<file path="config.mk">
export PLATFORM = sky130hd
export DESIGN_NAME = instrClassifier
export DESIGN_NICKNAME = d
export VERILOG_FILES = /design/src/source/isa_pkg.sv /design/src/source/instrClassifier.sv
export VERILOG_INCLUDE_DIRS = /design/src /design/src/source
export SDC_FILE = /design/constraint.sdc
export NUM_CORES = 1
export LEC_CHECK = 0
export ABC_AREA = 1
export BUFFER_PORTS_ARGS = -buffer_cell sky130_fd_sc_hd__buf_4
export CORE_MARGIN = 8
export CORE_UTILIZATION = 18
export DETAILED_ROUTE_END_ITERATION = 8
export GPL_TIMING_DRIVEN = 1
export MAX_ROUTING_LAYER = met4
export PLACE_DENSITY = 0.91
export RECOVER_POWER = 50
export SLEW_MARGIN = 20
export SYNTH_ARGS = -nofsm -noshare
export SYNTH_HDL_FRONTEND = slang
export SYNTH_SLANG_ARGS = --single-unit
</file>
<file path="constraint.sdc">
create_clock -name vclk -period 0.8
set_input_delay 0.08 -clock vclk [all_inputs]
set_output_delay 0.08 -clock vclk [all_outputs]
set_load 0.01 [all_outputs]
</file>
<file path="src/source/predecode_params.svh">
`ifndef PREDECODE_PARAMS_SVH
`define PREDECODE_PARAMS_SVH

// --------------------
// bundle geometry
// --------------------

// width of one parcel
`define PARCEL_BITS 16
// parcels carried by one fetch bundle
`define NUM_PARCELS 15
// bundle input width, parcels plus start marks
`define BUNDLE_BITS 256

// --------------------
// slot geometry
// --------------------

// parcels seen by one instruction window
`define WINDOW_PARCELS 5
`define MAX_INSTR 12
`define MAX_JUMPS 4

`endif

</file>
<file path="src/source/isa_pkg.sv">
`include "predecode_params.svh"

package isa_pkg;

  // --------------------
  // instruction encoding
  // --------------------

  // five parcels starting at the instruction's first parcel
  typedef logic [`WINDOW_PARCELS*`PARCEL_BITS-1:0] instrWindowT;

  // bit i set when parcel start+1+i continues the instruction
  typedef logic [`WINDOW_PARCELS-2:0] magicT;

  // main opcode, low byte of the window
  typedef logic [7:0] opcodeT;

  // --------------------
  // class vector
  // --------------------

  typedef enum logic [3:0] {
    classIndir = 4'd0,
    classJump  = 4'd1,
    classAlu   = 4'd2,
    classShift = 4'd3,
    classMul   = 4'd4,
    classLoad  = 4'd5,
    classStore = 4'd6,
    classSys   = 4'd7,
    classFlag  = 4'd8
  } iclassIdxE;

  typedef logic [classFlag:0] classT;

endpackage

</file>
<file path="src/source/instrClassifier.sv">
`timescale 1ns/1ps

module instrClassifier
  import isa_pkg::*;
(
  input  instrWindowT window,
  input  magicT       magic,
  input  logic        flag,
  output classT       instrClass
);

  opcodeT     opcode;
  logic [2:0] subOp;
  logic       isLong;

  // opcode groups
  logic isAluMul;
  logic isShift;
  logic isCmpTest;
  logic isLoadStore;
  logic isCondJump;
  logic isUncondJump;
  logic isIndirOp;
  logic isPtrMul;
  logic isSys;

  // forms of the indirect opcode
  logic indirForm;
  logic callForm;
  logic anyJump;

  assign opcode = window[7:0];
  assign subOp  = window[15:13];

  // one-parcel instructions are compressed forms, they carry no class
  assign isLong = magic[0];

  // --------------------
  // main opcode decode
  // --------------------

  assign isAluMul     = isLong && (opcode <= 8'd39);
  assign isShift      = isLong && (opcode >= 8'd40) && (opcode <= 8'd45);
  assign isCmpTest    = isLong && (opcode >= 8'd46) && (opcode <= 8'd53);
  assign isLoadStore  = isLong && (opcode[7:6] == 2'b01);
  assign isCondJump   = isLong && (opcode[7:4] == 4'b1010);
  assign isUncondJump = isLong && (opcode == 8'd181);
  assign isIndirOp    = isLong && (opcode == 8'd182);
  assign isPtrMul     = isLong && (opcode == 8'd212);
  assign isSys        = isLong && (opcode == 8'hff);

  // sub field 0 is indirect jump, 3 is return, 1 and 2 are calls
  assign indirForm = isIndirOp && ((subOp == 3'd0) || (subOp == 3'd3));
  assign callForm  = isIndirOp && ((subOp == 3'd1) || (subOp == 3'd2));

  assign anyJump = isCondJump || isUncondJump || indirForm || callForm;

  // --------------------
  // class vector
  // --------------------

  assign instrClass[classIndir] = indirForm;
  assign instrClass[classJump]  = anyJump;

  // conditional jumps also go through the ALU for the compare
  assign instrClass[classAlu] = (isAluMul && !opcode[2]) || isCmpTest || isCondJump;

  assign instrClass[classShift] = isShift;
  assign instrClass[classMul]   = (isAluMul && opcode[2]) || isPtrMul;

  // even opcodes load, odd opcodes store
  assign instrClass[classLoad] = isLoadStore && !opcode[0];

  // a call pushes its return address
  assign instrClass[classStore] = (isLoadStore && opcode[0]) || callForm;

  assign instrClass[classSys]  = isSys;
  assign instrClass[classFlag] = flag;

endmodule

</file>
-- After elaboration in Yosys (flattened, before gate mapping)
Cells that the tools add are included.
- flip-flop bits (word level): 0
- input port bits: 85
- output and inout port bits: 9
- logic and storage cells: 43
- order comparisons: 5
- equality and inequality tests: 9
- reduce and logical (&&, ||, !) cells: 29
- operators with widths (operator ; count):
    equality test 8 bit (second input constant) ; 4
    less-or-equal comparator 8 x 6 -> 1 bit (second input constant) ; 3
    logical AND 1 bit ; 17
    greater-or-equal comparator 8 x 6 -> 1 bit (second input constant) ; 2
    logical OR 1 bit ; 9
    equality test 3 x 2 -> 1 bit (second input constant) ; 2
    equality test 4 bit (second input constant) ; 1
    equality test 3 x 1 -> 1 bit (second input constant) ; 1
    logical NOT 3 bit ; 1
    equality test 2 x 1 -> 1 bit (second input constant) ; 1
    logical NOT 1 bit ; 2

-- Longest topological paths before layout
- depth after elaboration: 5
- depth in mapped cells: 6
- mapped depth without buffers: 5

-- Worst setup path before layout
No wires, ideal clock.
- path type: input -> output
- start: input port magic[0]
- end: output port instrClass[0]
- arrival: 0.674 ns
- setup slack: 0.046 ns
- cell stages on the path: 6
- path buffers: 2
- path through: buf_4 inv_1 nor2_2 nand3_2 nor2_2 buf_4
- word-level cells in the longest chain between the ends: 2
- RTL lines (item ; line ; RTL):
    from (decl) ; instrClassifier.sv:7 ; input magicT magic,
    logical AND 1 bit ; instrClassifier.sv:48 ; assign isIndirOp = isLong && (opcode == 8'd182);
    logical AND 1 bit ; instrClassifier.sv:53 ; assign indirForm = isIndirOp && ((subOp == 3'd0) || (subOp == 3'd3));
    to (decl) ; instrClassifier.sv:9 ; output classT instrClass
No other way between the ends.

-- Worst setup path after layout
- start: input port window[6]
- end: output port instrClass[5]
- word-level cells in the longest chain between the ends: 3
- RTL lines (item ; line ; RTL):
    from (decl) ; instrClassifier.sv:6 ; input instrWindowT window,
    equality test 2 x 1 -> 1 bit ; instrClassifier.sv:45 ; assign isLoadStore = isLong && (opcode[7:6] == 2'b01);
    logical AND 1 bit ; instrClassifier.sv:45 ;
    logical AND 1 bit ; instrClassifier.sv:72 ; assign instrClass[classLoad] = isLoadStore && !opcode[0];
No other way between the ends.

==> metrics <==
fin cells 101; pre-CTS setup slack -0.0960 ns; mux share of post-synthesis cell area 0%; RSZ-0062 raised after global routing yes; pin count of the biggest net entering global routing 8; drt initial violations 7; worst hold path startpoint flag; Layout fillers 163; number of diodes 0; port buffer count 20; Top Metal Used met4; layout cell share with drive strength beyond 1 63.1%; Max FO, Critical Path 3; CP Launch Point window[6]; fin crit share 107%; Die X 57.0 um; Syn Area/Cell 4.96 sq um; worst hold path type in2out; Finish-stage setup viols 4; CP cell instances buf_8, inv_6, buf_6, nor4_4, buf_4; Vias 492; sequential cell count 0; Max transition margin 84.1%; Leak 0.329 nW; max frequency 1170 MHz; Initial Util 18.3%; Final Hold Vio Count 0; worst endpoint required time 0.72 ns; DR DRC count 0; status finished, violations left; max-cap check violation count 0; CP max-delay cell nor4_4; Tmin final 0.855 ns; Max Slew Vio Count 0; Avg Vias per Cell 4.87; warnings from Yosys 0; I/O Pins 94; Synth Area in Adders 0%; Met3 Wirelength 113 um; Placed Cells 97; Net Count, Synth 146; WP data arrival 0.78 ns; vias in the first global route 491; total gr overflow 0; combinational family with the most area after synthesis simple AND/OR/NAND/NOR gates; post-synthesis cell count 61; first-pass GRT wire length 2.13 mm; Yosys cell types 12; GR Util All Layers 7.57%; Synth Area in Simple Gates 72.3%; core area 1650 sq um; met1 wire length 519 um; failing checks setup timing; Final Routed Wirelength 1.40 mm; Critical Path Sink Type output port; power density over the cells 436 nW/um^2; Setup crit start kind primary input; Routed wire per std cell 13.8 um; Routability Congestion 0.841; sequential share of the synthesized area 0%; final net count 171; antenna-violating nets left 0; area grow syn2layout 123%; compound-cell area share of the yosys netlist 1.65%; die area 3250 sq um; # rows 15; first-pass iteration count of the detailed router 4; Final Util 40.9%; DP HPWL 905 um; largest stage delay on the critical path 0.28 ns; Post-Syn Area 303 sq um; area occupied by multi-input gates 320 sq um; worst setup margin -0.0555 ns; initial antenna violation count 0; worst slew pin tran 0.237 ns; register area 0 sq um; die height 57.0 um; kind of critical path in2out; met2 WL 733 um; XOR/XNOR Fraction of Synth Area 0%; Hold-fix buffers, CTS 0; worst vdd ir 0.126 mV; clkbuf count 0
power breakdown:
group          internal, mW  switching, mW  total, mW
clock network             0              0          0
registers                 0              0          0
logic                 0.150          0.145      0.295
total                 0.150          0.145      0.295
cell usage after synthesis (all sizes together):
| master | n | area share (%) |
|---|---|---|
| buf | 6 | 15 |
| inv | 9 | 11 |
| nand2 | 13 | 17 |
| nand3 | 9 | 17 |
| nand4 | 6 | 12 |
| nor2 | 14 | 21 |
| nor3 | 1 | 1.7 |
| nor4 | 2 | 4.1 |
| o21ai | 1 | 1.7 |
critical path, delay by kind of cell:
family	cells	cell delay, ns
buffers and inverters	4	0.42
and+or+nand+nor	1	0.28
area by class of cell:
class	count	share of cell area [%]
well taps	17	3.15
repair buffers	29	42.6
multi-input cells	46	47.4
inverters	9	6.85
path summary, 6_finish.rpt:
check / endpoint / slack (ns) / cells after the start
min: instrClass[8] / 0.16 / 0
max: instrClass[5] / -0.06 / 5
cell usage in the layout (no fill, tap or decap):
master / Yosys / layout
buf_4: 6 / 18
nand2_1: 12 / 9
nor2_1: 10 / 7
nand3_1: 8 / 6
nand4_1: 6 / 6
buf_6: 0 / 6
nor2_4: 0 / 5
nand2_4: 0 / 4
inv_4: 0 / 3
inv_2: 0 / 3
nand3_2: 1 / 3
buf_8: 0 / 3
inv_1: 9 / 2
nor2_2: 4 / 2
buf_12: 0 / 2
nor4_2: 0 / 1
inv_6: 0 / 1
nor3_2: 0 / 1
o21ai_1: 0 / 1
nor4_4: 0 / 1
kinds of logic (layout without fill, tap and decap cells):
logic type,count (synthesis),after routing
AOI/OAI and AO/OA,1,1
buffers and inverters,15,38
and+or+nand+nor,45,45
per-stage QoR:
| stage | TNS [ns] | power (mW) | cell area, sq um | hold WS, ns |
|---|---|---|---|---|
| after floorplan | 0 | 0.0797 | 303 | 0.213 |
| after global placement | -0.444 | 0.172 | 467 | 0.160 |
| after detailed placement | -0.539 | 0.178 | 467 | 0.160 |
| after CTS | -0.0957 | 0.249 | 598 | 0.160 |
| after global routing | -0.480 | 0.315 | 676 | 0.160 |
| final | -0.117 | 0.295 | 676 | 0.160 |
per-layer routing:
metal	vias up	track usage, %
met5	-	-
met4	0	0.336
met3	2	2.00
met2	24	15.3
met1	223	7.12
li1	243	-
what timing repair did:
action	in CTS	in global routing
pin swaps	14	17
gates resized for setup	35	17
setup buffers	3	1
endpoints found under the setup margin	8	8
(Power assumes the default switching activity.)
